[src/source/dcache_defs.svh]
`ifndef DCACHE_DEFS_SVH
`define DCACHE_DEFS_SVH

`define DC_ADDR_W     32
`define DC_WORD_W     32
`define DC_STRB_W     4

// two ways, 16 sets of 4-word lines
`define DC_LINE_WORDS 4
`define DC_LINE_W     128
`define DC_SETS       16

// address split: tag | index | word | byte
`define DC_OFFSET_W   4
`define DC_INDEX_W    4
`define DC_TAG_W      24

`endif

[src/source/dcache_store.sv]
`timescale 1ns/1ns
`include "dcache_defs.svh"

module dcache_store (
    input  logic                             clk,
    input  logic                             reset,
    input  logic [`DC_INDEX_W-1:0]           rd_index,
    input  logic [`DC_INDEX_W-1:0]           wr_index,
    input  logic [1:0]                       way_we,
    input  logic [`DC_LINE_WORDS-1:0]        word_we,
    input  logic [`DC_LINE_W-1:0]            line_wdata,
    input  logic [`DC_TAG_W-1:0]             tag_wdata,
    input  logic                             set_dirty,
    input  logic                             lru_update,
    input  logic                             lru_way,
    output logic [1:0][`DC_TAG_W-1:0]        tags,
    output logic [1:0]                       valids,
    output logic [1:0]                       dirtys,
    output logic [1:0][`DC_LINE_W-1:0]       lines,
    output logic                             lru
);

    logic [`DC_TAG_W-1:0]  tag_mem  [0:1][0:`DC_SETS-1];
    logic [`DC_LINE_W-1:0] data_mem [0:1][0:`DC_SETS-1];
    logic [1:0][`DC_SETS-1:0] valid_q;
    logic [1:0][`DC_SETS-1:0] dirty_q;
    logic [`DC_SETS-1:0]      lru_q;   // way to evict next

    // tag and data arrays
    always_ff @(posedge clk) begin
        for (int w = 0; w < 2; w++) begin
            if (way_we[w]) begin
                for (int i = 0; i < `DC_LINE_WORDS; i++) begin
                    if (word_we[i])
                        data_mem[w][wr_index][i*`DC_WORD_W +: `DC_WORD_W] <=
                            line_wdata[i*`DC_WORD_W +: `DC_WORD_W];
                end
                if (!set_dirty)
                    tag_mem[w][wr_index] <= tag_wdata;   // refill brings a new tag
            end
        end
    end

    always_ff @(posedge clk) begin
        if (reset) begin
            valid_q <= '0;
            dirty_q <= '0;
            lru_q   <= '0;
        end else begin
            for (int w = 0; w < 2; w++) begin
                if (way_we[w]) begin
                    if (set_dirty) begin
                        dirty_q[w][wr_index] <= 1'b1;
                    end else begin
                        valid_q[w][wr_index] <= 1'b1;
                        dirty_q[w][wr_index] <= 1'b0;
                    end
                end
            end
            if (lru_update)
                lru_q[wr_index] <= ~lru_way;
        end
    end

    // registered read port
    always_ff @(posedge clk) begin
        for (int w = 0; w < 2; w++) begin
            tags[w]   <= tag_mem[w][rd_index];
            lines[w]  <= data_mem[w][rd_index];
            valids[w] <= valid_q[w][rd_index];
            dirtys[w] <= dirty_q[w][rd_index];
        end
        // a hit and the next lookup to the same set can land on one edge
        if (lru_update && wr_index == rd_index)
            lru <= ~lru_way;
        else
            lru <= lru_q[rd_index];
    end

endmodule

[config.mk]
export PLATFORM = sky130hd
export DESIGN_NAME = dcache_store
export DESIGN_NICKNAME = d
export VERILOG_FILES = /design/src/source/dcache_store.sv
export VERILOG_INCLUDE_DIRS = /design/src /design/src/source
export SDC_FILE = /design/constraint.sdc
export NUM_CORES = 2
export LEC_CHECK = 0
export ABC_CLOCK_PERIOD_IN_PS = 2700
export BUFFER_PORTS_ARGS = -buffer_cell sky130_fd_sc_hd__clkbuf_2
export CELL_PAD_IN_SITES_DETAIL_PLACEMENT = 1
export CELL_PAD_IN_SITES_GLOBAL_PLACEMENT = 1
export CORE_MARGIN = 3
export CORE_UTILIZATION = 40
export DETAILED_ROUTE_END_ITERATION = 10
export MAX_ROUTING_LAYER = met4
export PLACE_DENSITY = 0.73
export SYNTH_ARGS = -nofsm -noshare
export SYNTH_HDL_FRONTEND = slang
export SYNTH_MEMORY_MAX_BITS = 65536
export SYNTH_SLANG_ARGS = --single-unit
export TNS_END_PERCENT = 5
[constraint.sdc]
create_clock -name clk -period 2.7 [get_ports clk]
set_input_delay 0.54 -clock clk [delete_from_list [all_inputs] [get_ports clk]]
set_output_delay 0.54 -clock clk [all_outputs]
set_load 0.005 [all_outputs]
* Yosys cells after proc, flatten, opt, wreduce, memory -nomap -nowiden
Memories as Yosys holds them, arrays and structs flattened.
Index checks and enable logic that the tools add are counted.
** Word-level totals
- Logic and storage cells :: 24676
- Bits in registers :: 389
- Memories :: 2
- Latch bits :: 0
- Bits in writable memories :: 4864
- Bits of input ports :: 171
- Bits in read-only memories :: 0
- Output and inout port bits :: 309
** Cells by class
- Shift operators :: 0
- $mul :: 0
- Mux-type cells :: 12351
- Bitwise operators :: 12299
- Div/mod/pow operators :: 0
- Order comparisons :: 6
- Add/subtract/negate cells :: 0
- Equal/unequal tests :: 1
- Reduce and logical (&&, ||, !) cells :: 5
** Memories
- data_mem :: depth 2, bits a word 2048, rd ports 2, clocked after Yosys merged registers in 0, write ports 2, line dcache_store.sv:24 : logic [`DC_LINE_W-1:0] data_mem [0:1][0:`DC_SETS-1];
- tag_mem :: depth 2, bits a word 384, rd ports 2, clocked after Yosys merged registers in 0, write ports 2, line dcache_store.sv:23 : logic [`DC_TAG_W-1:0] tag_mem [0:1][0:`DC_SETS-1];
** Operator list (number)
- 2048-bit two-way mux :: 8
- 1-bit two-way mux :: 12310
- 1-bit OR :: 12288
- 128-bit demux with 4-bit select :: 4
- 128-bit binary-select mux with 4-bit select :: 2
- 384-bit two-way mux :: 2
- 128-bit two-way mux :: 5
- 24-bit binary-select mux with 4-bit select :: 2
- 24-bit two-way mux :: 5
- 24-bit demux with 4-bit select :: 1
- 96-bit two-way mux :: 1
- 64-bit two-way mux :: 1
- 16-bit OR :: 4
- 16-bit bitwise AND :: 2
- 16-bit two-way mux :: 2
- 32-bit two-way mux :: 1
- 1-bit binary-select mux with 4-bit select :: 5
- 16-bit bitwise mux :: 1
- 16-bit inverter :: 1
- 5-bit >= comparator (second input constant) :: 2
- 4-bit by 5-bit less-than comparator with 1-bit output (second input constant) :: 2
- 4-bit inverter with 5-bit output :: 2
- 5-bit by 1-bit less-than comparator with 1-bit output (second input constant) :: 1
- 1-bit demux with 4-bit select :: 1
- other kinds (5) :: 9

* Logic depth before layout (Yosys ltp)
- Depth after elaboration :: 9
- Depth in mapped cells :: 9
- Depth with buffers taken out :: 4

* Least setup slack after synthesis
OpenSTA, ideal clock, no wires.
- Path type :: input port to flip-flop
- Start point :: input wr_index[0]
- End point :: memory data_mem[0][1920] (netlist bit) (enable)
- Data arrival time :: 2470 ps
- Buffers on the path :: 2
- Stages on the path :: 4
- Path slack :: -162 ps
- Cell sequence :: clkbuf_1 nor4_1 clkbuf_1 and3_1
** RTL lines
- start, declared :: line dcache_store.sv:8 : input logic [`DC_INDEX_W-1:0] wr_index,
- end, declared :: line dcache_store.sv:24

* Final worst setup path
- Start point :: register lines[101] (netlist bit)
- End point :: output lines[101] (netlist bit)
** RTL lines
- start, declared :: line dcache_store.sv:19 : output logic [1:0][`DC_LINE_W-1:0] lines,
- start signal, assigned by index :: line dcache_store.sv:69 : lines[w] <= data_mem[w][rd_index];
No word-level cell between the ends.

==> impl_results.md <==
- Share of the cycle needed by the critical path after routing: 93.6%
- Total negative slack: 0 ns
- Storage element area: 154000 µm²
- Final min period: 2.53 ns
- WP depth: 1
- Root Driver: clkbuf_16
- Async S/R FF share, synth: 0%
- Net count, final: 9280
- Post-synth net total: 8111
- Placed insts: 15000
- Dominant cell by count in the synthesized netlist: edfxtp_1
- Post-synth cell types: 27
- Critical path class: reg -> out
- Global placer's final weighted congestion: 0.770
- Slack of the worst reg-to-reg path: 0.93 ns
- Via count: 93000
- Area of the multi-input gates: 37900 µm²
- FP Rows: 254
- Clock network fraction of total power: 43.3%
- Max VDD drop: 0.000860 V
- Clock Tree Buf Depth: 4
- DR vias/cell: 5.80
- # DRC: 0
- FMAX: 0.396 GHz
- Skew final: 0.0745 ns
- Max-slew headroom: 34.9%
- Dpl ws: -0.105 ns
- Largest net degree at the start of global routing: 100
- Remaining Overflow, GRT: 0
- Max Cap Violations: 0
- Most used DFF post-synth: edfxtp_1
- DIE AREA: 492000 µm²
- Sink Count: 5253
- Mapped Area: 194000 µm²
- Sequential power share: 51.9%
- Net Sw Power: 0.0381 W
- Final worst slack: 0.174 ns
- Number of routed nets with antenna violations: 0
- Antenna violations before repair: 92
- Hold-critical path depth: 1
- Synth Area per Inst: 24.4 µm²
- Status: complete, no violations
- Total wire length: 543000 µm
- Lkg Pwr: 73.8 nW
- P&R area growth vs syn: 18.7%
- Post-route non-filler standard cell count: 16000
- CP Cell Sequence: clkbuf_2
- Synth top area cells: edfxtp_1, mux4_2, dfxtp_1, mux2i_1, and3_1
- Slowest cell on crit path: dfxtp_1
- Combinational power share: 4.7%
- First-pass GRT wire length: 765000 µm
- Most common library cells after synthesis: edfxtp_1, mux4_2, dfxtp_1
- CTS Buf Count: 543
- CTS tree: done
- Die width: 702 µm
- WP buf/inv: 1
- Critical path fanouts, max: 1
- Clk Latency, worst-skew pair: 1.05 ns
- H-tree Lvls: 6
- Flops & latches, synth: 5253
- Net Sw Frac: 21.7%
- Hold Path Class: in -> reg
- FF-to-FF Start: data_mem[0][1762]
- Final setup viols: 0
- YS warnings: 0
- Post-synth EDFFs: 4864
- Core footprint: 480000 µm²
- Critical Path Max Stage Delay: 0.72 ns
- Critical hold path startpoint: line_wdata[81]
- Pwr Density: 764 nW/µm²
- CP endpoint kind: output pin
- Max-slew violations: 0
- I/O Pins: 480
- Startpoint types: flip-flop
- 1st-iter DRT viols: 11900
- Worst Reg-to-Reg Cells: 5
- Worst Hold End: data_mem[0][465]
- Sequential area share after synthesis: 79.5%
- CP delay by family, top: flip-flops
- Tot GR Track Use: 22.5%
- Slew @ Worst Pin: 0.976 ns
- Post-synth top area cell: edfxtp_1
- Post-Synthesis Cells: 7940
- Clock transition at the registers of the reported paths: 0.07 ns
- Int Power: 0.138 W
- Drt first pass iters: 5
- Starting density of the core: 40.3%
- Final hold vios: 0
- Fill cells: 42500
- Drt wl/cell: 33.9 µm
- Port Buf Inserts: 479
- Critical Path AT: 1.99 ns
- CP startpoint: lines[101]
- Vias in the first global route: 97900
- Top cell type's share of synthesized area: 75.5%
- Worst Path Required: 2.16 ns
- Final Total Pwr: 0.176 W
- Placed wire-length estimate: 312000 µm
- Reg-to-reg endpoint: lines[98]
- Die height: 702 µm
- Fraction of layout cells with a size suffix above 1: 36.3%
- Unrepaired setup endpoints after global routing: false
placed cells by master, fill, tap and decap left out, types with 16 or more instances in the layout:
cell type   Yosys  final
edfxtp_1     4864   4864
mux4_2       1447   1447
clkbuf_16       0    548
clkbuf_2        0    472
dfxtp_1       389    385
buf_12          0    364
buf_4          22    237
clkbuf_1      246    134
and3_2          0    130
a21oi_1       126    121
mux2i_1       118    118
nor2b_1        98     98
a211oi_1       98     98
diode_2         0     83
nor2_1         84     74
clkinv_2        0     74
clkinv_1        0     70
bufinv_16       0     47
nand2_1        45     45
clkbuf_8        0     36
clkinv_16       0     22
and3_1        150     20
clkinvlp_4      0     18
a311oi_1       16     16
power groups by stage:
stage	clock network, W	logic (W)	registers, W
floorplan	0	0.00423	0.0924
global placement	0	0.00800	0.0928
detailed placement	0	0.00836	0.0930
CTS	0.0774	0.00844	0.0913
global route	0.0807	0.00889	0.0913
finish	0.0761	0.00833	0.0912
per-stage QoR:
stage | cell area (µm²) | hold slack [ns] | util, %
5_1_grt | 230000 | 0.105 | 47.8
3_5_place_dp | 211000 | 0.453 | 44.0
6_report | 230000 | 0.111 | 47.8
4_1_cts | 230000 | 0.00358 | 47.8
3_3_place_gp | 211000 | 0.443 | 44.0
2_1_floorplan | 194000 | 0.432 | -
timing repair:
| item | in CTS | in global routing |
|---|---|---|
| endpoints found under the hold margin | 95 | 0 |
| endpoints found under the setup margin | 4 | 0 |
| buffers inserted | 0 | 0 |
| hold buffers | 7 | 0 |
| gates resized for setup | 4 | 0 |
cells by family after synthesis:
| logic type | synth area share (%) |
|---|---|
| and+or+nand+nor | 1.17 |
| buffers and inverters | 1.05 |
| xor gates and xnor gates | 0.0181 |
| DFF | 79.5 |
| muxes | 17.4 |
| AOI/OAI and AO/OA | 0.817 |
state kept, by name, indices dropped and copies added, names as in the netlist, named ones only:
signal    flops
lru_q        16
tag_mem     768
data_mem   4096
lines       256
dirtys        2
valids        2
lru           1
valid_q      32
tags         48
worst max path at each step:
stage	end	slack [ns]
after floorplan	data_mem[0][2016]	-0.16
after CTS	lines[98]	0.07
final	lines[101]	0.17
after global routing	lines[98]	0.02
after global placement	lines[216]	-0.06
after detailed placement	lines[134]	-0.11
metal layers:
layer / GRT usage [%] / routed length [µm] / vias up
met3: 3.81 / 46400 / 832
li1: - / - / 36500
met4: 6.32 / 14700 / 0
met2: 36.2 / 273000 / 4903
met5: - / 0 / -
met1: 29.7 / 210000 / 50800
layout make-up:
type / count / area share, %
Clock buffer: 718 / 6.40
Sequential cell: 5253 / 67.0
Inverter: 1 / 0.00163
Tap cell: 6400 / 3.49
Antenna cell: 83 / 0.0904
Timing Repair Buffer: 1083 / 5.02
Clock inverter: 276 / 1.51
Multi-Input combinational cell: 2227 / 16.5
Note: power is estimated with default switching activity, not from simulation.
