==> src/source/dcache_defs.svh <==
`ifndef DCACHE_DEFS_SVH
`define DCACHE_DEFS_SVH

`define DC_ADDR_W     32
`define DC_WORD_W     32
`define DC_STRB_W     4

// two ways, 16 sets of 4-word lines
`define DC_LINE_WORDS 4
`define DC_LINE_W     128
`define DC_SETS       16

// address split: tag | index | word | byte
`define DC_OFFSET_W   4
`define DC_INDEX_W    4
`define DC_TAG_W      24

`endif

==> src/source/dcache_pkg.sv <==
`include "dcache_defs.svh"

package dcache_pkg;

    typedef struct packed {
        logic [`DC_TAG_W-1:0]   tag;
        logic [`DC_INDEX_W-1:0] index;
        logic [1:0]             word_sel;
        logic [1:0]             byte_off;
    } addr_fields_t;

    // same 32 bits, seen flat by the bus side and split by the cache side
    typedef union packed {
        logic [`DC_ADDR_W-1:0] flat;
        addr_fields_t          f;
    } addr_u;

    typedef struct packed {
        logic                  valid;
        logic                  write;
        logic                  uncached;
        addr_u                 addr;
        logic [`DC_WORD_W-1:0] wdata;
        logic [`DC_STRB_W-1:0] wstrb;
    } cpu_req_t;

    typedef struct packed {
        logic                  busy;
        logic                  rvalid;
        logic [`DC_WORD_W-1:0] rdata;
    } cpu_resp_t;

    typedef struct packed {
        logic                  req;
        logic                  write;
        logic                  line;   // 1: full line, 0: single word
        logic [`DC_ADDR_W-1:0] addr;
        logic [`DC_LINE_W-1:0] wdata;
        logic [`DC_STRB_W-1:0] wstrb;
    } mem_req_t;

    typedef struct packed {
        logic                  rdy;
        logic                  ret_valid;
        logic [`DC_LINE_W-1:0] rdata;
    } mem_resp_t;

endpackage

==> src/source/uncached_port.sv <==
`timescale 1ns/1ns
`include "dcache_defs.svh"

module uncached_port (
    input  logic                  clk,
    input  logic                  reset,
    input  dcache_pkg::cpu_req_t  cpu_req,
    output logic                  busy,
    output logic                  rvalid,
    output logic [`DC_WORD_W-1:0] rdata,
    output dcache_pkg::mem_req_t  mem_req,
    input  dcache_pkg::mem_resp_t mem_resp
);

    localparam logic [1:0] L_IDLE = 2'd0,
                           L_REQ  = 2'd1,
                           L_WAIT = 2'd2,
                           L_DONE = 2'd3;

    logic [1:0]            ld_state;
    logic                  ld_busy;
    logic                  sb_valid;
    logic                  sb_wait;   // store granted, waiting for the ack
    logic [`DC_ADDR_W-1:0] sb_addr;
    logic [`DC_WORD_W-1:0] sb_wdata;
    logic [`DC_STRB_W-1:0] sb_wstrb;
    logic [`DC_ADDR_W-1:0] ld_addr;
    logic [`DC_WORD_W-1:0] ld_rdata;
    logic                  unc_store;
    logic                  acc_store;
    logic                  acc_load;

    assign ld_busy   = (ld_state == L_REQ) | (ld_state == L_WAIT);
    assign unc_store = cpu_req.valid & cpu_req.uncached & cpu_req.write;
    assign busy      = ld_busy | (unc_store & sb_valid);   // hold a store while buffer full
    assign acc_store = unc_store & ~busy;
    assign acc_load  = cpu_req.valid & cpu_req.uncached & ~cpu_req.write & ~busy;
    assign rvalid    = (ld_state == L_DONE);
    assign rdata     = ld_rdata;

    always_comb begin
        mem_req = '0;
        if (sb_valid && !sb_wait) begin
            mem_req.req   = 1'b1;
            mem_req.write = 1'b1;
            mem_req.addr  = {sb_addr[`DC_ADDR_W-1:2], 2'b00};
            mem_req.wstrb = sb_wstrb;
            mem_req.wdata[`DC_WORD_W-1:0] = sb_wdata;
        end else if (ld_state == L_REQ && !sb_valid) begin
            mem_req.req  = 1'b1;
            mem_req.addr = {ld_addr[`DC_ADDR_W-1:2], 2'b00};
        end
    end

    always_ff @(posedge clk) begin
        if (acc_store) begin
            sb_addr  <= cpu_req.addr.flat;
            sb_wdata <= cpu_req.wdata;
            sb_wstrb <= cpu_req.wstrb;
        end
        if (acc_load)
            ld_addr <= cpu_req.addr.flat;
        if (ld_state == L_WAIT && mem_resp.ret_valid)
            ld_rdata <= mem_resp.rdata[`DC_WORD_W-1:0];
    end

    always_ff @(posedge clk) begin
        if (reset) begin
            sb_valid <= 1'b0;
            sb_wait  <= 1'b0;
            ld_state <= L_IDLE;
        end else begin
            if (acc_store)
                sb_valid <= 1'b1;
            else if (sb_wait && mem_resp.ret_valid)
                sb_valid <= 1'b0;
            if (sb_valid && !sb_wait && mem_resp.rdy)
                sb_wait <= 1'b1;
            else if (sb_wait && mem_resp.ret_valid)
                sb_wait <= 1'b0;
            case (ld_state)
                L_REQ:   if (!sb_valid && mem_resp.rdy) ld_state <= L_WAIT;
                L_WAIT:  if (mem_resp.ret_valid) ld_state <= L_DONE;
                default: ld_state <= acc_load ? L_REQ : L_IDLE;   // idle or done
            endcase
        end
    end

endmodule

==> config.mk <==
export PLATFORM = sky130hd
export DESIGN_NAME = uncached_port
export DESIGN_NICKNAME = d
export VERILOG_FILES = /design/src/source/dcache_pkg.sv /design/src/source/uncached_port.sv
export VERILOG_INCLUDE_DIRS = /design/src /design/src/source
export SDC_FILE = /design/constraint.sdc
export NUM_CORES = 1
export LEC_CHECK = 0
export ABC_AREA = 1
export BUFFER_PORTS_ARGS = -buffer_cell sky130_fd_sc_hd__buf_2
export CORE_AREA = 3 3 154 156
export DETAILED_ROUTE_END_ITERATION = 7
export DIE_AREA = 0 0 157 159
export GPL_ROUTABILITY_DRIVEN = 0
export HOLD_SLACK_MARGIN = 0.03
export PLACE_DENSITY = 0.52
export SYNTH_ARGS = -nofsm -noshare
export SYNTH_HDL_FRONTEND = slang
export SYNTH_SLANG_ARGS = --single-unit
==> constraint.sdc <==
create_clock -name clk -period 5.15 [get_ports clk]
set_input_delay 0.2575 -clock clk [delete_from_list [all_inputs] [get_ports clk]]
set_output_delay 0.2575 -clock clk [all_outputs]
set_load 0.05 [all_outputs]
After elaboration in Yosys (flattened, before gate mapping) --
Index checks and enable logic that the tools add are counted.
Cells by class: equal/unequal tests 5, muxes and demuxes 13, bitwise gates (word level) 10, reductions and logical operators 11
Operators by type and width (number):
- $mux W32 | 2
- $mux W36 | 1
- $mux W1 | 7
- $and A1 B1 Y1 | 6
- $logic_and A1 B1 Y1 | 6
- $eq A2 B2 Y1 const B | 2
- $mux W2 | 2
- $pmux W2 S2 | 1
- $reduce_bool A2 Y1 | 2
- $eq A2 B1 Y1 const B | 1
- $logic_not A1 Y1 | 2
- $ne A2 B1 Y1 const B | 1
- $ne A2 B2 Y1 const B | 1
- $not A1 Y1 | 2
- $or A1 B1 Y1 | 2
- $reduce_and A2 Y1 | 1
Storage, ports and cells: register bits after elaboration 136, input bits 203, output and inout bits 201, word-level logic and storage cells 47

Depth between registers and ports, before layout --
depth after elaboration 8, mapped depth 8, mapped depth without buffers 8

Worst setup path before layout --
OpenSTA, ideal clock, no wires.
path kind register to register, start point reg ld_state[0], end point reg sb_addr[10] (enable), setup time 420 ps, arrival 2092 ps, data required time 4730 ps, setup slack 2638 ps, stages on the path, launching flop included 5, buffers on the path 0, period minus slack after synthesis 2512 ps, path through dfxtp_1 -> inv_1 -> ha_1 -> nand3_1 -> inv_1
Between the ends: word-level cells in the longest chain between the ends 5, elaborated cells between the ends (all ways) 6, classes of those cells 2 x eq/ne; 4 x bitwise
RTL lines:
- start: declaration | RTL line uncached_port.sv:20 | logic [1:0] ld_state;
- start signal: assignment | RTL line uncached_port.sv:84 | default: ld_state <= acc_load ? L_REQ : L_IDLE;
- $eq A2 B1 Y1 or $eq A2 B2 Y1 (tied branches) | RTL line uncached_port.sv:33 | assign ld_busy = (ld_state == L_REQ) | (ld_state == L_WAIT);
- $or A1 B1 Y1 (*) | RTL line uncached_port.sv:33
- $or A1 B1 Y1 (*) | RTL line uncached_port.sv:35 | assign busy = ld_busy | (unc_store & sb_valid);
- $not A1 Y1 (*) | RTL line uncached_port.sv:36 | assign acc_store = unc_store & ~busy;
- $and A1 B1 Y1 (*) | RTL line uncached_port.sv:36
- named net acc_store | RTL line uncached_port.sv:30 | logic acc_store;
- end signal: assignment | RTL line uncached_port.sv:57 | sb_addr <= cpu_req.addr.flat;
- end: declaration | RTL line uncached_port.sv:24 | logic [`DC_ADDR_W-1:0] sb_addr;
Mark *: on every way through the listed nets, which the timed path passes. The rest lies on a longest branch. A chain may end at the register's enable or synchronous reset.

==> results by group <==
Status
  – Status: finished clean

Critical path
  – Minimum setup slack among reg-to-reg paths: around 2.4 ns
  – Cell mode on critical path: sky130_fd_sc_hd__inv_2
  – Worst path slowest cell: sky130_fd_sc_hd__nor2_8
  – Worst R2R Start: sb_valid
  – Number of gates on the worst path with buffers counted: 5
  – End point of the critical path: mem_req[35]
  – Cell Chain, Critical Path: inv_2, nor2_8, inv_2, nor2_1, buf_2
  – R2r worst-path depth: 4
  – R2R Path End: sb_wdata[19]
  – Family of cells with the greatest summed delay on the critical path: buffers and inverters
  – Count of buffering cells on the critical path with inverters included: 3
  – Kind of critical path: flip-flop to primary output
  – Element type at the critical path end: primary output
  – Maximum cell stage delay along the critical path: ~0.55 ns
  – Critical path launch point: sb_valid
  – Data required time of the worst path: roughly 4.9 ns
  – Maximum fanout along the worst path: 37
  – Kind of start point of the critical path: flip-flop
  – Critical Path AT: 2.59 ns

Floorplanning
  – I/O Pins: between 400 and 500
  – Standard-cell rows: 55
  – DIE WIDTH: about 160 um
  – Initial Util: 0.247
  – Floorplan core area: roughly 0.023 mm2
  – Die area: approximately 0.025 mm2
  – Height of the die: ~160 um

Routing
  – Initial DRT Pass Iterations: 4
  – Routed wire length: ~13000 um
  – Vias per inst: roughly 3.8
  – Remaining antenna violation count: 0
  – Total vias in the final route: approximately 3800
  – Wire length per cell after detailed routing: 13.4 um
  – Number of design rule violations left after detail routing: 0
  – DRC violation total after the first TritonRoute iteration: between 100 and 150

Pwr
  – P_leak: approximately 3.6 nW
  – Clock share of power: 0.403
  – Power density over the cells: roughly 350 mW/mm2
  – Internal power component: 1.95 mW
  – Power spent charging and discharging nets: roughly 840 uW
  – Switching power share of the total: 0.302
  – Power share of the combinational group: 0.160
  – Peak VDD IR: 0.191 mV
  – Portion of total power attributed to sequential cells: 0.437

Synth
  – Ys Warns: 0
  – Yosys reg bits: roughly 130
  – Post-Synthesis Mean Instance Area: about 14 um2
  – XOR/XNOR share of the synthesized area: 0
  – Fraction of the yosys area taken by sequential cells: 0.707
  – Yosys top cell area share: 0.693
  – Async set or reset register ratio after synthesis: 0
  – List of most frequent post-synthesis cells: sky130_fd_sc_hd__edfxtp_1, sky130_fd_sc_hd__buf_4, sky130_fd_sc_hd__inv_1, sky130_fd_sc_hd__nor2_1, sky130_fd_sc_hd__a32o_1
  – Number of distinct library cells after synthesis: 17
  – Area fraction in compound gates after synthesis: 0.0586
  – Largest family of logic cells by synthesized area: buffers and inverters
  – Leading cell types by total area after synthesis: sky130_fd_sc_hd__edfxtp_1, sky130_fd_sc_hd__buf_4, sky130_fd_sc_hd__a32o_1
  – Cell taking the most area after synthesis: sky130_fd_sc_hd__edfxtp_1
  – Cells after synthesis: between 300 and 400
  – Top-count cell post-synth: sky130_fd_sc_hd__edfxtp_1
  – Multiplexer area fraction after synthesis: 0
  – Primary flip-flop cell chosen by synthesis mapping: sky130_fd_sc_hd__edfxtp_1
  – Post-Synth Simple-Gate Area: 0.0446
  – Cell area after synthesis: approximately 0.0056 mm2
  – Post-synth EDFFs: 128
  – Adder-cell area share of the yosys netlist: 0.00676

Place
  – IO buf count: about 210
  – Inst Count DP: slightly below 900
  – Worst slack, placed: roughly 2.3 ns
  – Sum of net half-perimeters after detailed placement: roughly 8500 um

Timing
  – Final Max Tran Viols: 0
  – Worst-margin pin slew: ~1.1 ns
  – Sum of negative setup slack: 0 ns
  – Fraction of the cycle the final worst path needs: 0.554
  – Unrepaired setup endpoints after global routing: false
  – Final Setup Violations: 0
  – Clock period minus final worst setup slack: 2.85 ns
  – Worst slew slack as a fraction of its limit: 0.263
  – Hold violation count in the final report: 0
  – Final WS setup: 2.30 ns
  – Post-route clock skew: between 0.01 and 0.015 ns
  – Max Fclk: 0.351 GHz

Min path
  – Class of the worst hold path: primary input to flip-flop

Layout
  – Post-synthesis to final-layout area growth: 44.5%
  – Combined area of the multi-input logic cells: approximately 980 um2
  – Post-layout nets: just over 900
  – Total inserted antenna cells: 0
  – Share of layout cells above drive strength 1: 0.342
  – Fill cell count: roughly 2200
  – Area occupied by registers: approximately 0.0039 mm2
  – Non-filler instance count after layout: about 1000

GRT
  – Gr ovfl total: 0
  – Maximum number of pins on one net before global-route repair: 48
  – First-pass GRT wire length: slightly above 20000 um
  – Initial antenna violation count: 0
  – Gr usage total: 0.106
  – Number of global-route vias before repair: between 3000 and 4000

Clocking
  – CTS clk-pin slew, worst paths: 0.06 ns
  – CTS tree: yes
  – CTS root buffer: sky130_fd_sc_hd__clkbuf_16
  – Clock sink total: about 130
  – Number of buffers on the longest clock path: 2
  – Number of buffers added by the clock tree synthesis step: 17
  – H-Tree Level Count: 4
  – Latest clock arrival within the worst-skew pair: just over 0.4 ns

Job
  – Max-cap viol count: 0
==> layout make-up <==
cell class	instances	share of cell area
Multi-Input combinational cell	197	0.122
Timing Repair Buffer	307	0.253
Inverter	48	0.0225
Sequential cell	132	0.489
Clock inverter	15	0.0150
Clock buffer	17	0.0530
Tap cell	285	0.0445
==> worst min path at each step <==
stage	startpoint	end	slack, ns	depth (start not counted)
2_1_floorplan	reset	ld_state[0]	0.33	1
3_3_place_gp	mem_resp[0]	rdata[0]	0.43	1
3_5_place_dp	cpu_req[4]	sb_wdata[0]	0.44	1
4_1_cts	cpu_req[56]	ld_addr[20]	0.04	1
5_1_grt	cpu_req[56]	ld_addr[20]	0.05	1
6_report	reset	sb_valid	0.07	2
==> flip-flops by register name, indices dropped and copies added, names as in the netlist <==
register  count
ld_addr      30
rdata        32
sb_wdata     32
sb_wait       1
ld_state      2
sb_wstrb      4
sb_valid      1
sb_addr      30
==> power groups by stage <==
| stage | logic [mW] | clock network (mW) | registers, mW |
|---|---|---|---|
| floorplan | 0.352 | 0 | 1.26 |
| global placement | 0.389 | 0 | 1.25 |
| detailed placement | 0.390 | 0 | 1.25 |
| CTS | 0.449 | 1.18 | 1.22 |
| global route | 0.475 | 1.22 | 1.23 |
| finish | 0.447 | 1.13 | 1.22 |
==> stage by stage <==
step           hold slack [ns]  total power [mW]   util  instance area (um2)
4_1_cts                 0.0351              2.85  0.356                 8020
5_1_grt                 0.0478              2.92  0.356                 8020
2_1_floorplan            0.327              1.61      -                 5920
3_3_place_gp             0.433              1.63  0.289                 6500
3_5_place_dp             0.436              1.64  0.289                 6500
6_report                0.0711              2.80  0.356                 8020
==> layout by cell type (no fill, tap or decap) <==
cell                            instances
sky130_fd_sc_hd__clkbuf_16             17
sky130_fd_sc_hd__nand2_1               17
sky130_fd_sc_hd__clkinv_1               1
sky130_fd_sc_hd__a21oi_1                5
sky130_fd_sc_hd__dfxtp_1                4
sky130_fd_sc_hd__nor2_1                39
sky130_fd_sc_hd__inv_2                  3
sky130_fd_sc_hd__inv_8                  2
sky130_fd_sc_hd__clkinv_4               1
sky130_fd_sc_hd__conb_1                99
sky130_fd_sc_hd__buf_4                  4
sky130_fd_sc_hd__nor3b_1                1
sky130_fd_sc_hd__inv_6                  6
sky130_fd_sc_hd__nand3_1                2
sky130_fd_sc_hd__edfxtp_1             128
sky130_fd_sc_hd__nor2_8                 1
sky130_fd_sc_hd__buf_2                206
sky130_fd_sc_hd__inv_1                 45
sky130_fd_sc_hd__ha_1                   3
sky130_fd_sc_hd__dlygate4sd3_1         97
sky130_fd_sc_hd__clkinv_2               2
sky130_fd_sc_hd__clkinvlp_4             3
sky130_fd_sc_hd__a32o_1                30
==> what timing repair did <==
item                                    CTS  global route
hold buffers                             97             0
endpoints found under the setup margin    0             0
buffers inserted                          0             0
gates resized for setup                   0             0
endpoints found under the hold margin   126             0
==> cells by family after synthesis <==
kind of cell               Yosys count
other                                1
AOI/OAI and AO/OA                   35
DFF                                132
buffers and inverters              160
and+or+nand+nor                     60
adders and majority gates            3
==> metal layers <==
| metal | GRT usage | vias to the layer above | routed length, um |
|---|---|---|---|
| met1 | 0.115 | 1772 | 5230 |
| li1 | - | 1784 | - |
| met3 | 0.0451 | 15 | 1320 |
| met2 | 0.184 | 225 | 6620 |
| met5 | 0 | - | 0 |
| met4 | 0.0326 | 0 | 226 |
No activity file was read; power rests on OpenSTA's default activity.
