`src/source/dcache_defs.svh`:
```
`ifndef DCACHE_DEFS_SVH
`define DCACHE_DEFS_SVH

`define DC_ADDR_W     32
`define DC_WORD_W     32
`define DC_STRB_W     4

// two ways, 16 sets of 4-word lines
`define DC_LINE_WORDS 4
`define DC_LINE_W     128
`define DC_SETS       16

// address split: tag | index | word | byte
`define DC_OFFSET_W   4
`define DC_INDEX_W    4
`define DC_TAG_W      24

`endif

```
`src/source/dcache_pkg.sv`:
```
`include "dcache_defs.svh"

package dcache_pkg;

    typedef struct packed {
        logic [`DC_TAG_W-1:0]   tag;
        logic [`DC_INDEX_W-1:0] index;
        logic [1:0]             word_sel;
        logic [1:0]             byte_off;
    } addr_fields_t;

    // same 32 bits, seen flat by the bus side and split by the cache side
    typedef union packed {
        logic [`DC_ADDR_W-1:0] flat;
        addr_fields_t          f;
    } addr_u;

    typedef struct packed {
        logic                  valid;
        logic                  write;
        logic                  uncached;
        addr_u                 addr;
        logic [`DC_WORD_W-1:0] wdata;
        logic [`DC_STRB_W-1:0] wstrb;
    } cpu_req_t;

    typedef struct packed {
        logic                  busy;
        logic                  rvalid;
        logic [`DC_WORD_W-1:0] rdata;
    } cpu_resp_t;

    typedef struct packed {
        logic                  req;
        logic                  write;
        logic                  line;   // 1: full line, 0: single word
        logic [`DC_ADDR_W-1:0] addr;
        logic [`DC_LINE_W-1:0] wdata;
        logic [`DC_STRB_W-1:0] wstrb;
    } mem_req_t;

    typedef struct packed {
        logic                  rdy;
        logic                  ret_valid;
        logic [`DC_LINE_W-1:0] rdata;
    } mem_resp_t;

endpackage

```
`src/source/mem_arbiter.sv`:
```
`timescale 1ns/1ns

module mem_arbiter (
    input  logic                  clk,
    input  logic                  reset,
    input  dcache_pkg::mem_req_t  cache_req,
    output dcache_pkg::mem_resp_t cache_resp,
    input  dcache_pkg::mem_req_t  unc_req,
    output dcache_pkg::mem_resp_t unc_resp,
    output dcache_pkg::mem_req_t  mem_req,
    input  dcache_pkg::mem_resp_t mem_resp
);

    logic locked;
    logic owner_unc;
    logic sel_unc;

    // idle bus grants at once, uncached side first
    assign sel_unc = locked ? owner_unc : unc_req.req;
    assign mem_req = sel_unc ? unc_req : cache_req;

    always_comb begin
        unc_resp             = mem_resp;
        unc_resp.rdy         = mem_resp.rdy & sel_unc;
        unc_resp.ret_valid   = mem_resp.ret_valid & sel_unc;
        cache_resp           = mem_resp;
        cache_resp.rdy       = mem_resp.rdy & ~sel_unc;
        cache_resp.ret_valid = mem_resp.ret_valid & ~sel_unc;
    end

    // hold the owner from first request to ret_valid
    always_ff @(posedge clk) begin
        if (reset) begin
            locked    <= 1'b0;
            owner_unc <= 1'b0;
        end else if (!locked && mem_req.req) begin
            locked    <= 1'b1;
            owner_unc <= sel_unc;
        end else if (locked && mem_resp.ret_valid) begin
            locked <= 1'b0;
        end
    end

endmodule

```
`config.mk`:
```
export PLATFORM = sky130hd
export DESIGN_NAME = mem_arbiter
export DESIGN_NICKNAME = d
export VERILOG_FILES = /design/src/source/dcache_pkg.sv /design/src/source/mem_arbiter.sv
export VERILOG_INCLUDE_DIRS = /design/src /design/src/source
export SDC_FILE = /design/constraint.sdc
export NUM_CORES = 1
export LEC_CHECK = 0
export ABC_AREA = 0
export BUFFER_PORTS_ARGS = -buffer_cell sky130_fd_sc_hd__buf_2
export CORE_AREA = 2 2 352 354
export DETAILED_ROUTE_END_ITERATION = 10
export DIE_AREA = 0 0 354 356
export PLACE_DENSITY = 0.32
export SLEW_MARGIN = 0
export SYNTH_ARGS = -nofsm -noshare
export SYNTH_HDL_FRONTEND = slang
export SYNTH_SLANG_ARGS = --single-unit
```
`constraint.sdc`:
```
create_clock -name clk -period 3.06 [get_ports clk]
set_input_delay 0.306 -clock clk [delete_from_list [all_inputs] [get_ports clk]]
set_output_delay 0.306 -clock clk [all_outputs]
set_load 0.01 [all_outputs]
```
* After elaboration in Yosys (flattened, before gate mapping)
Cells that the tools add are included.
** Storage, ports and cells
- Logic and storage cells :: 15
- Flip-flop bits (word level) :: 2
- ROM bits :: 0
- Output and inout port bits :: 427
- Latch bits :: 0
- Memories kept :: 0
- Input bits :: 466
- Bits in writable memories :: 0
** Cells by class
- Mux-type cells :: 4
- Eq/ne operators :: 0
- $lt $le $gt $ge :: 0
- Bitwise operators :: 5
- Add/sub/neg operators :: 0
- $mul :: 0
- Shift-type cells :: 0
- Div/mod/pow operators :: 0
- Reductions and logical operators :: 4
** Operator list (number)
- 167-bit 2-to-1 mux :: 1
- 1-bit AND :: 4
- 1-bit 2-to-1 mux :: 3
- 1-bit logical AND :: 2
- 2-bit nonzero test :: 1
- 1-bit logical NOT :: 1
- 1-bit NOT :: 1

* Longest topological paths before layout
Gate-level depths: netlist of run 1.
- Word-level depth :: 4
- Depth in mapped cells :: 6
- Depth with buffers taken out :: 3

* Least setup slack after synthesis of run 1
Ideal clock, no wire load.
- Path type :: register -> output
- From :: reg locked
- To :: out mem_req[100] in the netlist's numbering
- Setup slack :: 1321 ps
- Stages on the path, launching flop included :: 7
- Data required time :: 2754 ps
- Path buffers :: 3
- Arrival time :: 1433 ps
- Path through :: dfxtp_1 > nand2b_1 > a21boi_1 > buf_6 > buf_12 > buf_12 > mux2_4
** RTL lines
- start: declaration :: line mem_arbiter.sv:14 : logic locked;
- start signal: assignment :: line mem_arbiter.sv:34 : locked <= 1'b0;
- start signal: assignment :: line mem_arbiter.sv:37 : locked <= 1'b1;
- start signal: assignment :: line mem_arbiter.sv:40 : locked <= 1'b0;
- end: declaration :: line mem_arbiter.sv:10 : output dcache_pkg::mem_req_t mem_req,

==> run summary, run 1 <==
Antenna violations before repair -> 32
IO Pins -> 893
# placed instances -> 2335
Initial DRC count -> 164
Yosys warns -> 0
Seq/Total Area, Yosys -> 0.879%
Power density over the cells -> 191 mW/mm^2
Arrival time worst endpoint -> 2200 ps
DR WL/cell -> 12.6 um
Cells after synthesis -> 457
Setup Skew -> 0.870 ps
CTS tree -> done
Post-Synthesis Cell Area -> 0.00455 sq mm
FMAX -> 0.399 GHz
CP required -> 2750 ps
Die Wd -> 354 um
Peak VDD IR -> 0.227 mV
TNS Setup -> 0 ps
Distinct cells, synth -> 18
Period utilisation layout -> 81.9%
Layout area overhead -> 56.7%
Final #Nets -> 1169
Outcome -> completed
CP Max Fanout -> 53
Pin count of the biggest net entering global routing -> 63
Num CTS Buffers -> 3
Max Cap Viol -> 0
First drt pass iteration count -> 4
Share of flip-flops with an asynchronous set or reset -> 0%
Layout fillers -> 14600
Hold Crit Class -> in2reg
Unrepaired setup endpoints after global routing -> false
Grt ovf -> 0
Seq cells post-synth -> 2
I/O Buffers -> 508
Antenna-violating nets left -> 0
CTS root buf -> clkbuf_16
Post-synth EDFFs -> 0
Clock transition at the registers of the reported paths -> 30 ps
Register Area -> 40.0 sq um
Final wirelength -> 29.5 mm
Final hold vios -> 0
Starting density of the core -> 3.71%
Endpoints failing setup -> 0
# hold bufs at CTS -> 0
Count leader, synth -> buf_4
Setup bufs post-CTS -> 0
Clock buffer depth -> 2
Via density -> 1.80
Syn_nets -> 923
Die Height -> 356 um
Area fraction of the dominant cell type after synthesis -> 43.4%
Max transition margin -> 66.1%
Worst-Margin Slew -> 508 ps
Static Leak -> 3.25 nW
CP startpoint kind -> flop
Fin crit period -> 2510 ps
CTS resizes -> 0
Fin. max-slew vios -> 0
Final HPWL DP -> 27.4 mm
Worst setup EP type -> output port
Combined area of the multi-input logic cells -> 0.00232 sq mm
Avg Inst Size Synth -> 9.97 sq um
First-pass GRT wire length -> 35.5 mm
Synth area leader -> buf_4
Final Power -> 1.36 mW
Layout cells sized above 1 -> 97.9%
Core Rows -> 129
Vias post-DR -> 4218
Most frequent cells after synthesis -> buf_4 (263), mux2_4 (96), mux2_2 (70), buf_12 (10)
Die area -> 0.126 sq mm
Clock H-tree levels -> 1
Synth top area cells -> buf_4 (43%), mux2_4 (32%), mux2_2 (17%)
Final cell count without fillers -> 2342
DRC -> 0
Util after Layout -> 5.82%
Latest clock arrival within the worst-skew pair -> 220 ps
Gp weighted congestion -> 0.752
Kind of critical path -> reg2out
Primary FF master, synth -> dfxtp_1
Vias in the first global route -> 4181
Global-route usage over all layers -> 4.17%
Core region area -> 0.123 sq mm
# clock sinks -> 2
[worst max-delay path, cell delays in order, from the launching register on]
cell and delay [ps]:
dfxtp_1 430, nand2b_1 170, a21boi_4 260, buf_12 200
buf_12 330, mux2_4 330, buf_2 140
[through the flow]
step	setup WS [ps]	instance area, sq um	hold slack [ps]
final	553	7140	261
after global routing	431	7140	275
after CTS	527	7130	264
after detailed placement	762	7050	493
after global placement	797	7050	496
after floorplan	1320	4550	375
[registers in the layout (all words and copies together), names as in the netlist]
signal and cells:
locked 1, owner_unc 1
[final timing paths]
| kind | start | to | slack [ps] | cells after the start |
|---|---|---|---|---|
| max | locked$_SDFFE_PP0P_ | mem_req[94] | 550 | 6 |
| min reg2reg | owner_unc$_SDFFE_PP0P_ | owner_unc$_SDFFE_PP0P_ | 550 | 2 |
| max reg2reg | locked$_SDFFE_PP0P_ | locked$_SDFFE_PP0P_ | 2270 | 2 |
| min | reset | owner_unc$_SDFFE_PP0P_ | 260 | 2 |
[placed cells by master (no fill, tap or decap)]
master / netlist / layout
nand2b_1: 1 / 1
buf_12: 10 / 3
mux2i_1: 1 / 1
and2_1: 2 / 2
inv_1: 1 / 1
a21oi_1: 2 / 2
diode_2: 0 / 4
mux2_2: 70 / 70
buf_4: 263 / 5
nor2_1: 1 / 1
mux2_4: 96 / 96
nor2b_1: 2 / 2
o21ai_0: 1 / 1
dfxtp_1: 2 / 2
a211oi_1: 1 / 1
clkbuf_16: 0 / 3
nor3_1: 1 / 1
a21boi_4: 0 / 1
buf_2: 0 / 508
[power breakdown]
part	total [mW]	internal, mW	switching, mW
clock	0.197	0.166	0.0308
combinational	1.13	0.628	0.506
sequential	0.0321	0.0285	0.00357
total	1.36	0.823	0.541
[cells by family after synthesis]
kind of cell           count (synthesis)  share of synthesized area, %
AOI/OAI and AO/OA                      5                         0.659
buffers and inverters                276                          48.4
DFF                                    2                         0.879
muxes                                167                          49.2
and+or+nand+nor                        7                         0.879
[layout make-up]
cell class	instances	share of cell area, %
well taps	1637	28.7
clock buffers	3	1.05
diodes	4	0.140
multi-input cells	179	32.5
inverters	1	0.0526
repair buffers	516	37.0
flip-flops and latches	2	0.561
[layer usage]
metal | vias to the layer above | wire (um) | track usage (%)
li1 | 1763 | - | -
met1 | 1742 | 9670 | 4.06
met2 | 642 | 12200 | 6.30
met3 | 67 | 6100 | 3.62
met4 | 4 | 1500 | 1.69
met5 | - | 33 | 0
Power figures use the tool's default switching activity.
==> run 2, diff against run 1 <==
Settings changed: CORE_AREA 2 2 352 354 to 2 2 348 350, DIE_AREA 0 0 354 356 to 0 0 350 352.
Clock period 3.06 ns to 2.2 ns, I/O delays scaled along.
==> run 2 against run 1 <==
  * Clock skew decreased by 0.55 ps
  * First-iteration DRC count down 21%
  * Worst setup slack lost 480 ps
  * Routed wire length up 18%
  * Combinational power is 44% higher
  * Sequential power grew 31%
  * Register-to-register slack got worse by 880 ps
  * Critical path type unchanged
  * Largest cell class unchanged
==> run summary, run 2 (synthesis results as in run 1) <==
DRC -> 0 (unchanged)
Vias in the first global route -> 4445 (+6.3%)
Antenna-violating nets left -> 0 (unchanged)
Grt ovf -> 0 (unchanged)
IO Pins -> 893 (unchanged)
Max Cap Viol -> 0 (unchanged)
R2R depth -> 3 (+1)
First drt pass iteration count -> 4 (unchanged)
# placed instances -> 2320 (-0.64%)
Period utilisation layout -> 96.9%
Layout area overhead -> 60.1%
Vias post-DR -> 4421 (+4.8%)
Power density over the cells -> 266 mW/mm^2 (+39%)
# clock sinks -> 2 (unchanged)
Clock buffer depth -> 2 (unchanged)
Initial DRC count -> 130 (-21%)
Outcome -> completed
CP required -> 1980 ps (-770 ps)
Final #Nets -> 1182 (+1.1%)
Final hold vios -> 0 (unchanged)
Placed Instance Area -> 0.00712 sq mm (+0.98%)
Gp weighted congestion -> 0.764 (+1.5%)
Kind of critical path -> reg2out
Die Wd -> 350 um (-1.1%)
Core Rows -> 127 (-1.6%)
Worst-Margin Slew -> 379 ps (-129 ps)
Layout fillers -> 14100 (-3.1%)
Combined area of the multi-input logic cells -> 0.00232 sq mm (unchanged)
I/O Buffers -> 508 (unchanged)
Finished Cell Area -> 0.00729 sq mm (+2.2%)
Latest clock arrival within the worst-skew pair -> 220 ps (about the same)
Most frequent CP cell -> buf_12
Final wirelength -> 34.8 mm (+18%)
Most frequent cells in the layout -> buf_2 (508), mux2_4 (96), mux2_2 (70)
Hold Crit Class -> in2reg
Worst hold endpoint -> owner_unc$_SDFFE_PP0P_
First-pass GRT wire length -> 40.9 mm (+15%)
Endpoints failing setup -> 0 (unchanged)
Worst setup EP type -> output port
CP Cell Sequence -> nand2b_1, a21boi_4, buf_12, buf_12, buf_12, mux2_4, buf_2
Largest regs -> locked x1, owner_unc x1
Setup Skew -> 0.323 ps (-0.547 ps)
HP Start -> reset
CP max stage cell -> mux2_4
Arrival time worst endpoint -> 1910 ps (-290 ps)
CP startpoint kind -> flop
Final HPWL DP -> 32.3 mm (+18%)
CP Max Fanout -> 18 (-66%)
Global-route usage over all layers -> 5.04% (+0.87 points)
Num CTS Buffers -> 3 (unchanged)
Fin. max-slew vios -> 0 (unchanged)
Static Leak -> 3.34 nW (+2.7%)
Peak VDD IR -> 0.445 mV (+96%)
Via density -> 1.89 (+4.9%)
DR WL/cell -> 14.9 um (+18%)
Pin count of the biggest net entering global routing -> 51 (-19%)
FF-to-FF setup slack -> 1390 ps (-880 ps)
Core region area -> 0.119 sq mm (-2.7%)
Starting density of the core -> 3.82% (+0.10 points)
Final cell count without fillers -> 2340 (-0.085%)
Antenna violations before repair -> 43 (+34%)
Layout cells sized above 1 -> 97.9% (about the same)
CTS tree -> done
Die Height -> 352 um (-1.1%)
Max transition margin -> 74.7% (+8.6 points)
Slowest stage delay, CP -> 340 ps (-90 ps)
Reg2reg start -> locked$_SDFFE_PP0P_
Fin crit period -> 2130 ps
Hold Crit Depth -> 2 (unchanged)
R2R Path End -> locked$_SDFFE_PP0P_
Most common cell after layout, fill and taps aside -> buf_2
Clock transition at the registers of the reported paths -> 30 ps (about the same)
Clock H-tree levels -> 1 (unchanged)
FMAX -> 0.469 GHz
Register Area -> 40.0 sq um (unchanged)
CTS root buf -> clkbuf_16
Die area -> 0.123 sq mm (-2.2%)
[run 2: cell types whose count changed in the layout (fill, tap and decap cells not counted), sizes merged]
cell,previous run,this run
diode,4,14
clkbuf,3,4
buf,516,528
[run 2: how the worst max path moves through the flow]
| stage | from | to | cells past startpoint |
|---|---|---|---|
| 5_1_grt | locked$_SDFFE_PP0P_ | mem_req[129] | 7 |
| 6_report | locked$_SDFFE_PP0P_ | mem_req[129] | 7 |
| 4_1_cts | locked$_SDFFE_PP0P_ | mem_req[102] | 6 |
| 2_1_floorplan | locked$_SDFFE_PP0P_ | mem_req[100] | 6 |
| 3_5_place_dp | unc_req[166] | mem_req[102] | 7 |
| 3_3_place_gp | unc_req[166] | mem_req[129] | 7 |
[run 2: layer usage]
layer / share of wire (%) / wire (um) / global-route usage (%)
met1: 39 / 13500 / 5.82
met2: 42 / 14700 / 7.85
met3: 14 / 4710 / 2.31
met4: 5.4 / 1900 / 2.32
met5: 0.083 / 29 / 0.275
[run 2: final cells by class]
class	instances	share of cell area, %
Timing Repair Buffer	529	38.4
Multi-Input combinational cell	179	31.8
Tap cell	1612	27.7
Clock buffer	3	1.03
Sequential cell	2	0.549
Antenna cell	14	0.480
Inverter	1	0.0515
[run 2: power by group]
part           total, mW  leakage [nW]  switching, mW  internal (mW)
registers         0.0422        0.0167        0.00259         0.0396
logic               1.63          3.28          0.707          0.921
clock network      0.268        0.0371         0.0374          0.231
total               1.94          3.34          0.747           1.19
[run 2: through the flow]
step	power [mW]	utilization (%)	worst slack (ps)	setup TNS [ps]	hold WS (ps)
final	1.94	6.11	68.2	0	190
after CTS	1.94	6.03	40.9	0	183
after global placement	1.67	5.97	266	0	417
after detailed placement	1.66	5.97	257	0	410
after floorplan	1.42	-	547	0	289
after global routing	2.05	6.10	-8.20	-36.7	187
[run 2: critical path, delay by kind of cell, from the launching register on]
kind / cells / cell delay, ps
buf+inv: 4 / 650
compound gates: 1 / 210
mux: 1 / 340
simple gates: 1 / 120
flops: 1 / 310
[run 2: what timing repair did]
item / 4_1_cts / 5_1_grt
setup endpoints to repair: 0 / 23
buffers inserted: 0 / 2
resized for setup: 0 / 1
hold buffers: 0 / 0
