## src/source/dcache_defs.svh

```systemverilog
`ifndef DCACHE_DEFS_SVH
`define DCACHE_DEFS_SVH

`define DC_ADDR_W     32
`define DC_WORD_W     32
`define DC_STRB_W     4

// two ways, 16 sets of 4-word lines
`define DC_LINE_WORDS 4
`define DC_LINE_W     128
`define DC_SETS       16

// address split: tag | index | word | byte
`define DC_OFFSET_W   4
`define DC_INDEX_W    4
`define DC_TAG_W      24

`endif

```

## src/source/dcache_pkg.sv

```systemverilog
`include "dcache_defs.svh"

package dcache_pkg;

    typedef struct packed {
        logic [`DC_TAG_W-1:0]   tag;
        logic [`DC_INDEX_W-1:0] index;
        logic [1:0]             word_sel;
        logic [1:0]             byte_off;
    } addr_fields_t;

    // same 32 bits, seen flat by the bus side and split by the cache side
    typedef union packed {
        logic [`DC_ADDR_W-1:0] flat;
        addr_fields_t          f;
    } addr_u;

    typedef struct packed {
        logic                  valid;
        logic                  write;
        logic                  uncached;
        addr_u                 addr;
        logic [`DC_WORD_W-1:0] wdata;
        logic [`DC_STRB_W-1:0] wstrb;
    } cpu_req_t;

    typedef struct packed {
        logic                  busy;
        logic                  rvalid;
        logic [`DC_WORD_W-1:0] rdata;
    } cpu_resp_t;

    typedef struct packed {
        logic                  req;
        logic                  write;
        logic                  line;   // 1: full line, 0: single word
        logic [`DC_ADDR_W-1:0] addr;
        logic [`DC_LINE_W-1:0] wdata;
        logic [`DC_STRB_W-1:0] wstrb;
    } mem_req_t;

    typedef struct packed {
        logic                  rdy;
        logic                  ret_valid;
        logic [`DC_LINE_W-1:0] rdata;
    } mem_resp_t;

endpackage

```

## src/source/dcache_ctrl.sv

```systemverilog
`timescale 1ns/1ns
`include "dcache_defs.svh"

module dcache_ctrl (
    input  logic                             clk,
    input  logic                             reset,
    input  dcache_pkg::cpu_req_t             cpu_req,
    output logic                             busy,
    output logic                             rvalid,
    output logic [`DC_WORD_W-1:0]            rdata,
    output logic [`DC_INDEX_W-1:0]           rd_index,
    output logic [`DC_INDEX_W-1:0]           wr_index,
    output logic [1:0]                       way_we,
    output logic [`DC_LINE_WORDS-1:0]        word_we,
    output logic [`DC_LINE_W-1:0]            line_wdata,
    output logic [`DC_TAG_W-1:0]             tag_wdata,
    output logic                             set_dirty,
    output logic                             lru_update,
    output logic                             lru_way,
    input  logic [1:0][`DC_TAG_W-1:0]        tags,
    input  logic [1:0]                       valids,
    input  logic [1:0]                       dirtys,
    input  logic [1:0][`DC_LINE_W-1:0]       lines,
    input  logic                             lru,
    output dcache_pkg::mem_req_t             mem_req,
    input  dcache_pkg::mem_resp_t            mem_resp
);

    localparam logic [2:0] S_LOOKUP  = 3'd0,
                           S_WB_REQ  = 3'd1,
                           S_WB_WAIT = 3'd2,
                           S_RF_REQ  = 3'd3,
                           S_RF_WAIT = 3'd4,
                           S_RF_DONE = 3'd5;

    logic [2:0]            state;
    dcache_pkg::cpu_req_t  req_q;
    logic                  req_valid;
    logic                  victim;
    logic                  accept;
    logic [1:0]            hit_way;
    logic                  hit;
    logic                  hit_sel;
    logic                  lookup_hit;
    logic                  refill_we;
    logic [1:0]            wsel;
    logic [`DC_WORD_W-1:0] hit_word;
    logic [`DC_WORD_W-1:0] merged;

    assign accept = cpu_req.valid & ~cpu_req.uncached;   // valid is already gated by busy
    assign wsel   = req_q.addr.f.word_sel;

    assign hit_way[0] = valids[0] & (tags[0] == req_q.addr.f.tag);
    assign hit_way[1] = valids[1] & (tags[1] == req_q.addr.f.tag);
    assign hit        = |hit_way;
    assign hit_sel    = hit_way[1];
    assign hit_word   = lines[hit_sel][wsel*`DC_WORD_W +: `DC_WORD_W];
    assign lookup_hit = req_valid & (state == S_LOOKUP) & hit;

    assign rvalid = lookup_hit & ~req_q.write;
    assign rdata  = hit_word;
    assign busy   = req_valid & ~(lookup_hit & ~req_q.write);

    always_comb begin
        for (int b = 0; b < `DC_STRB_W; b++)
            merged[b*8 +: 8] = req_q.wstrb[b] ? req_q.wdata[b*8 +: 8] : hit_word[b*8 +: 8];
    end

    // store-side write port
    assign refill_we  = (state == S_RF_WAIT) & mem_resp.ret_valid;
    assign rd_index   = accept ? cpu_req.addr.f.index : req_q.addr.f.index;
    assign wr_index   = req_q.addr.f.index;
    assign tag_wdata  = req_q.addr.f.tag;
    assign set_dirty  = ~refill_we;
    assign lru_update = lookup_hit;
    assign lru_way    = hit_sel;
    assign line_wdata = refill_we ? mem_resp.rdata : {`DC_LINE_WORDS{merged}};

    always_comb begin
        way_we  = 2'b00;
        word_we = '0;
        if (refill_we) begin
            way_we[victim] = 1'b1;
            word_we        = '1;
        end else if (lookup_hit && req_q.write) begin
            way_we        = hit_way;
            word_we[wsel] = 1'b1;
        end
    end

    always_comb begin
        mem_req       = '0;
        mem_req.req   = (state == S_WB_REQ) | (state == S_RF_REQ);
        mem_req.write = (state == S_WB_REQ);
        mem_req.line  = 1'b1;
        mem_req.addr  = {(state == S_WB_REQ) ? tags[victim] : req_q.addr.f.tag,
                         req_q.addr.f.index, {`DC_OFFSET_W{1'b0}}};
        mem_req.wdata = lines[victim];   // store keeps re-reading this set
        mem_req.wstrb = '1;
    end

    always_ff @(posedge clk) begin
        if (accept)
            req_q <= cpu_req;
        if (state == S_LOOKUP && req_valid && !hit)
            victim <= lru;
    end

    always_ff @(posedge clk) begin
        if (reset) begin
            req_valid <= 1'b0;
            state     <= S_LOOKUP;
        end else begin
            if (accept)
                req_valid <= 1'b1;
            else if (lookup_hit)
                req_valid <= 1'b0;
            case (state)
                S_LOOKUP:
                    if (req_valid && !hit)
                        state <= (valids[lru] & dirtys[lru]) ? S_WB_REQ : S_RF_REQ;
                S_WB_REQ:  if (mem_resp.rdy) state <= S_WB_WAIT;
                S_WB_WAIT: if (mem_resp.ret_valid) state <= S_RF_REQ;
                S_RF_REQ:  if (mem_resp.rdy) state <= S_RF_WAIT;
                S_RF_WAIT: if (mem_resp.ret_valid) state <= S_RF_DONE;
                S_RF_DONE: state <= S_LOOKUP;   // re-read the set, then hit
                default:   state <= S_LOOKUP;
            endcase
        end
    end

endmodule

```

## config.mk

```make
export PLATFORM = sky130hd
export DESIGN_NAME = dcache_ctrl
export DESIGN_NICKNAME = d
export VERILOG_FILES = /design/src/source/dcache_pkg.sv /design/src/source/dcache_ctrl.sv
export VERILOG_INCLUDE_DIRS = /design/src /design/src/source
export SDC_FILE = /design/constraint.sdc
export NUM_CORES = 1
export LEC_CHECK = 0
export ABC_AREA = 1
export ABC_CLOCK_PERIOD_IN_PS = 6850
export BUFFER_PORTS_ARGS = -buffer_cell sky130_fd_sc_hd__buf_2
export CELL_PAD_IN_SITES_DETAIL_PLACEMENT = 0
export CELL_PAD_IN_SITES_GLOBAL_PLACEMENT = 1
export CORE_AREA = 2 2 339 341
export CTS_CLUSTER_DIAMETER = 120
export CTS_CLUSTER_SIZE = 10
export DETAILED_ROUTE_END_ITERATION = 6
export DIE_AREA = 0 0 341 343
export PLACE_DENSITY_LB_ADDON = 0.1
export REMOVE_ABC_BUFFERS = 1
export SKIP_LAST_GASP = 1
export SLEW_MARGIN = 20
export SYNTH_ARGS = -nofsm -noshare
export SYNTH_HDL_FRONTEND = slang
export SYNTH_SLANG_ARGS = --single-unit
```

## constraint.sdc

```tcl
create_clock -name clk -period 6.85 [get_ports clk]
set_input_delay 1.37 -clock clk [delete_from_list [all_inputs] [get_ports clk]]
set_output_delay 1.37 -clock clk [all_outputs]
set_load 0.01 [all_outputs]
```

; ---- Yosys cells after proc, flatten, opt, wreduce, memory -nomap -nowiden
; Cells that the tools add are included.
[totals]
in_bits = 512
output_inout_bits = 370
register_bits = 74
word_cells = 84
[classes]
shifts = 1
bitwise = 14
n_eq_ne = 11
reduce_logical = 11
muxes = 34
magnitude_cmp = 6
[ops]
columns = cell, n
row1 = 128-bit two-way mux, 5
row2 = 128-bit by 8-bit indexed part select with 32-bit output, 1
row3 = 24-bit two-way mux, 3
row4 = 24-bit == test, 2
row5 = 8-bit two-way mux, 4
row6 = 3-bit two-way mux, 5
row7 = 3-bit case mux with 5 select lines, 1
row8 = 4-bit two-way mux, 3
row9 = 1-bit bitwise AND, 9
row10 = 1-bit two-way mux, 8
row11 = 3-bit by 2-bit == test with 1-bit output (second input constant), 2
row12 = 1-bit logical AND, 6
row13 = 1-bit by 2-bit less-than comparator with 1-bit output (second input constant), 3
row14 = 2-bit two-way mux, 3
row15 = 2-bit inequality test (second input constant), 3
row16 = 5-bit AND reduction, 1
row17 = 2-bit by 1-bit inequality test with 1-bit output (second input constant), 2
row18 = 1-bit inverter, 4
row19 = 3-bit by 1-bit == test with 1-bit output (second input constant), 1
row20 = 3-bit == test (second input constant), 1
row21 = 3-bit zero test, 1
row22 = 2-bit by 3-bit less-than comparator with 1-bit output (second input constant), 1
row23 = 1-bit demux with 2-bit select, 1
row24 = 2-bit by 1-bit >= comparator with 1-bit output (second input constant), 1
row25 = other kinds (6), 6

; ---- Logic depth before layout (Yosys ltp)
[logic_depth]
ltp_word = 7
depth_mapped = 17
ltp_nobuf = 15

; ---- Worst setup path before layout
; OpenSTA, ideal clock, no wires.
[synth_timing]
path_kind = input to output
startpoint = input port cpu_req[70] (netlist bit)
endpoint = output port rd_index[0]
stages = 5
t_required_ns = 5.480
path_buffers = 0
t_arrival_ns = 5.091
setup_slack_ns = 0.389
path_cell_list = inv_1 nor2_1 inv_1 nand2_1 nand2_1
[synth_via]
elab_chain_cells = 2
[synth_lines]
columns = element, line
row1 = from (decl), dcache_ctrl.sv:7  ; input dcache_pkg::cpu_req_t cpu_req,
row2 = 1-bit bitwise AND, dcache_ctrl.sv:50  ; assign accept = cpu_req.valid & ~cpu_req.uncached;
row3 = named net accept, dcache_ctrl.sv:40  ; logic accept;
row4 = 4-bit two-way mux, dcache_ctrl.sv:71  ; assign rd_index = accept ? cpu_req.addr.f.index : req_q.addr.f.index;
row5 = to (decl), dcache_ctrl.sv:11  ; output logic [`DC_INDEX_W-1:0] rd_index,
; The timed path passes the listed nets, and every way through them passes these cells.

; ---- Worst setup path in the final report
[layout_timing]
startpoint = input port tags[40] (netlist bit)
endpoint = output port line_wdata[84]
[layout_via]
elab_chain_cells = 7
[layout_lines]
columns = element, line
row1 = from (decl), dcache_ctrl.sv:20  ; input logic [1:0][`DC_TAG_W-1:0] tags,
row2 = 24-bit == test, dcache_ctrl.sv:54  ; assign hit_way[1] = valids[1] & (tags[1] == req_q.addr.f.tag);
row3 = 1-bit bitwise AND, dcache_ctrl.sv:54
row4 = 128-bit two-way mux (not written as such) (2 in series), dcache_ctrl.sv:57  ; assign hit_word = lines[hit_sel][wsel*`DC_WORD_W +: `DC_WORD_W];
row5 = 128-bit by 8-bit indexed part select with 32-bit output, dcache_ctrl.sv:57
row6 = 8-bit two-way mux, dcache_ctrl.sv:66  ; merged[b*8 +: 8] = req_q.wstrb[b] ? req_q.wdata[b*8 +: 8] : hit_word[b*8 +: 8];
row7 = 128-bit two-way mux, dcache_ctrl.sv:77  ; assign line_wdata = refill_we ? mem_resp.rdata : {`DC_LINE_WORDS{merged}};
row8 = to (decl), dcache_ctrl.sv:15  ; output logic [`DC_LINE_W-1:0] line_wdata,
; No other way between the ends. The select of a mux whose other input is x is not followed.

==> summary.txt <==
Placement
  – Port Buffer Count: 870
  – Dpl hpwl: 73900 µm
  – DP Worst Slack: between 0.9 and 1 ns
  – Gpl congestion: 0.897

Global route
  – Routing usage on met3: 0.0291
  – GRT busiest layer: met2
  – First-pass GRT wire length: around 120000 µm
  – M1 GR Usage: 0.165
  – Largest net degree at the start of global routing: around 160
  – Total Routing Usage GR: 0.145
  – Initial antenna violation count: 39
  – Number of global-route vias before repair: 15700
  – Total gr overflow: 0
  – Global-route met2 utilization: 0.276

Critical path
  – Crit start category: input port
  – Buf+Inv Stages, Crit Path: 4
  – Crit-path max FO: 40
  – Cell mode on critical path: nand2_1
  – Largest stage delay, worst path: 0.51 ns
  – Worst path cell trace: buf_2 -> xnor2_1 -> nand3_1 -> nor2_4 -> buf_4 -> buf_4 -> nand3_1 -> nand3_1 -> nand2_1 -> nor2_1 -> nand2_1 -> nand2_1 -> nand2_1 -> buf_2
  – Crit path kind: input port to output pin
  – WP data arrival: 4.35 ns
  – Slowest CP cell: buf_4
  – Required time of the critical path: 5.48 ns
  – Crit end category: output pin
  – Delay-heaviest family, CP: simple AND/OR/NAND/NOR gates
  – FF-to-FF setup slack: around 4.3 ns

Synthesis
  – Count of cell types in the netlist: 35
  – EDFF count, synth: 68
  – Largest family of logic cells by synthesized area: simple AND/OR/NAND/NOR gates
  – Seq/Total Area, Yosys: 0.191
  – Post-synthesis simple-gate area fraction: 0.478
  – Synth Instances: 2108
  – Yosys warns: 0
  – Synth Area in XOR/XNOR: 0.00709
  – Compound-Gate Fraction of Synth Area: 0.109
  – Yosys top cell area share: 0.279
  – Avg Cell Area, Syn: 5.27 µm²
  – Synthesized flop and latch total: 72
  – Synth area leaders: nand2_1, edfxtp_1, inv_1
  – Largest area contributor in the netlist: nand2_1
  – Post-synthesis cell area: 11100 µm²
  – Asr flop ratio synth: 0
  – Ys flop type: edfxtp_1
  – Post-synthesis mux area share: 0
  – Adder-Cell Fraction of Synth Area: 0

STA
  – Final setup fails: 0
  – Minimum clock period after layout: 5.72 ns
  – Slew Limit Fails: 0
  – Fin. Hold Viols: 0
  – Fmax: between 150 and 200 MHz
  – Final Cycle Share: 0.834
  – Max-slew headroom: 0.335
  – Final Skew: 0.0106 ns
  – Worst setup margin: 1.13 ns
  – Worst Tran Pin Value: 0.998 ns
  – RSZ-0062 raised after global routing: no

Drt
  – Post-route ant nets: 0
  – DRC: 0
  – Routed len/inst: around 20 µm
  – First-pass DRT Iterations: 5
  – Via density: between 3 and 4
  – Vias: 16100
  – Drt total wl: 89200 µm
  – DRT iter0 DRCs: 749

Clock tree
  – CTS Buffer Depth: 2
  – Clock latency on the worst-skew pair: 0.41 ns
  – Root Buffer: clkbuf_16
  – Number of clock sinks: just over 70
  – CTS tree: yes
  – CTS Hold Buffers Added: 0
  – TritonCTS Buffers: 9
  – Htree depth: 3
  – Clock-pin transition on the worst setup and hold timing paths: about 0.080 ns
  – Post-CTS Resized: 0
  – Postcts setup bufs: 0

Power and ir drop
  – Overall Power: 0.00248 W
  – Cell Pwr Density: 145 nW/µm²
  – VDD IR max: roughly 0.00013 V
  – Leakage: 9.65 nW

Run status
  – Status: complete, no violations

Hold path
  – Hold crit path type: flop to flop

Run
  – Max_cap viols: 0

Cells and area
  – FILL cells: 13600
  – Register Area: 2120 µm²
  – Area delta synth->final: 53.8%
  – Most common cell after layout, fill and taps aside: buf_2
  – Most frequent cells in the layout: buf_2, nand2_1, inv_1
  – Nets: 3377
  – Share of cells above drive strength 1: 0.331
  – Area taken by multi-input logic gates: 6680 µm²

Floorplanning
  – Initial Util: 0.0980
  – FP Rows: 124
  – Die height: 343 µm
  – DIE AREA: ~120000 µm²
  – I/O pin total: 882
  – Die X: 341 µm
  – Core area: ~110000 µm²
## worst register-to-register path, delay by kind of cell, from the launching register on
kind / cells / cell delay [ns]
AND/OR/NAND/NOR: 6 / 1.27
XOR/XNOR: 1 / 0.51
flip-flops: 1 / 0.46
AO/OA/AOI/OAI: 1 / 0.18
## power by group
part / internal [W] / switching, W / total, W / leakage [nW]
Sequential: 0.000519 / 0.0000285 / 0.000548 / 0.671
Combinational: 0.000468 / 0.000871 / 0.00134 / 8.83
Clock: 0.000329 / 0.000259 / 0.000588 / 0.152
Total: 0.00132 / 0.00116 / 0.00248 / 9.65
## state kept, by name, indices dropped and copies added (netlist names)
name / count
req_q: 39
tag_wdata: 24
mem_req: 4
state: 3
req_valid: 1
victim: 1
## Yosys cell counts, types with 2 or more instances
master,number
and2_1,2
inv_2,10
nor2_2,5
xnor2_1,6
edfxtp_1,68
clkbuf_1,69
inv_1,371
nand3b_1,33
a21oi_1,6
nand2_2,9
nand2_1,825
dfxtp_1,4
buf_4,64
buf_1,7
nand3_1,245
nor4_1,2
xor2_1,3
buf_6,16
nand4_1,24
nor3_1,14
o211ai_1,22
o21ai_0,198
nor2_1,86
clkinv_1,2
or2_2,6
conb_1,2
## path summary, 6_finish.rpt
kind                 start              to  depth (start not counted)
min reg2reg      req_valid       req_valid                          2
max reg2reg  tag_wdata[16]        state[2]                          8
min              req_valid       req_valid                          2
max               tags[40]  line_wdata[84]                         14
## area by class of cell
type                       instances  area share
tap                             1512       0.111
clock inverter                     5     0.00469
timing repair buffer             895       0.270
inverter                         383      0.0841
antenna                            6    0.000879
clock buffer                      11      0.0142
multi-input combinational       1504       0.391
sequential                        72       0.124
## metrics by stage
| step | setup TNS (ns) | hold slack [ns] | utilization | std cells | cell area, µm² |
|---|---|---|---|---|---|
| finish | 0 | 0.518 | 0.151 | 4388 | 17100 |
| global route | 0 | 0.558 | 0.151 | 4385 | 17100 |
| CTS | 0 | 0.515 | 0.151 | 4382 | 17100 |
| detailed placement | 0 | 0.507 | 0.148 | 4366 | 16700 |
| global placement | 0 | 0.511 | 0.148 | 4366 | 16700 |
| floorplan | -281.45 | 0.456 | - | 1959 | 10200 |
## layer usage
| layer | share of wire | routed length (µm) |
|---|---|---|
| met4 | 0.015 | 1360 |
| met2 | 0.53 | 46900 |
| met5 | 0.0010 | 90 |
| met3 | 0.053 | 4760 |
| met1 | 0.40 | 36100 |
## cells by family after synthesis
logic type,Yosys count
XOR/XNOR,9
buffers and inverters,539
other,2
AO/OA/AOI/OAI,229
flip-flops,72
AND/OR/NAND/NOR,1257
(Power assumes the default switching activity.)
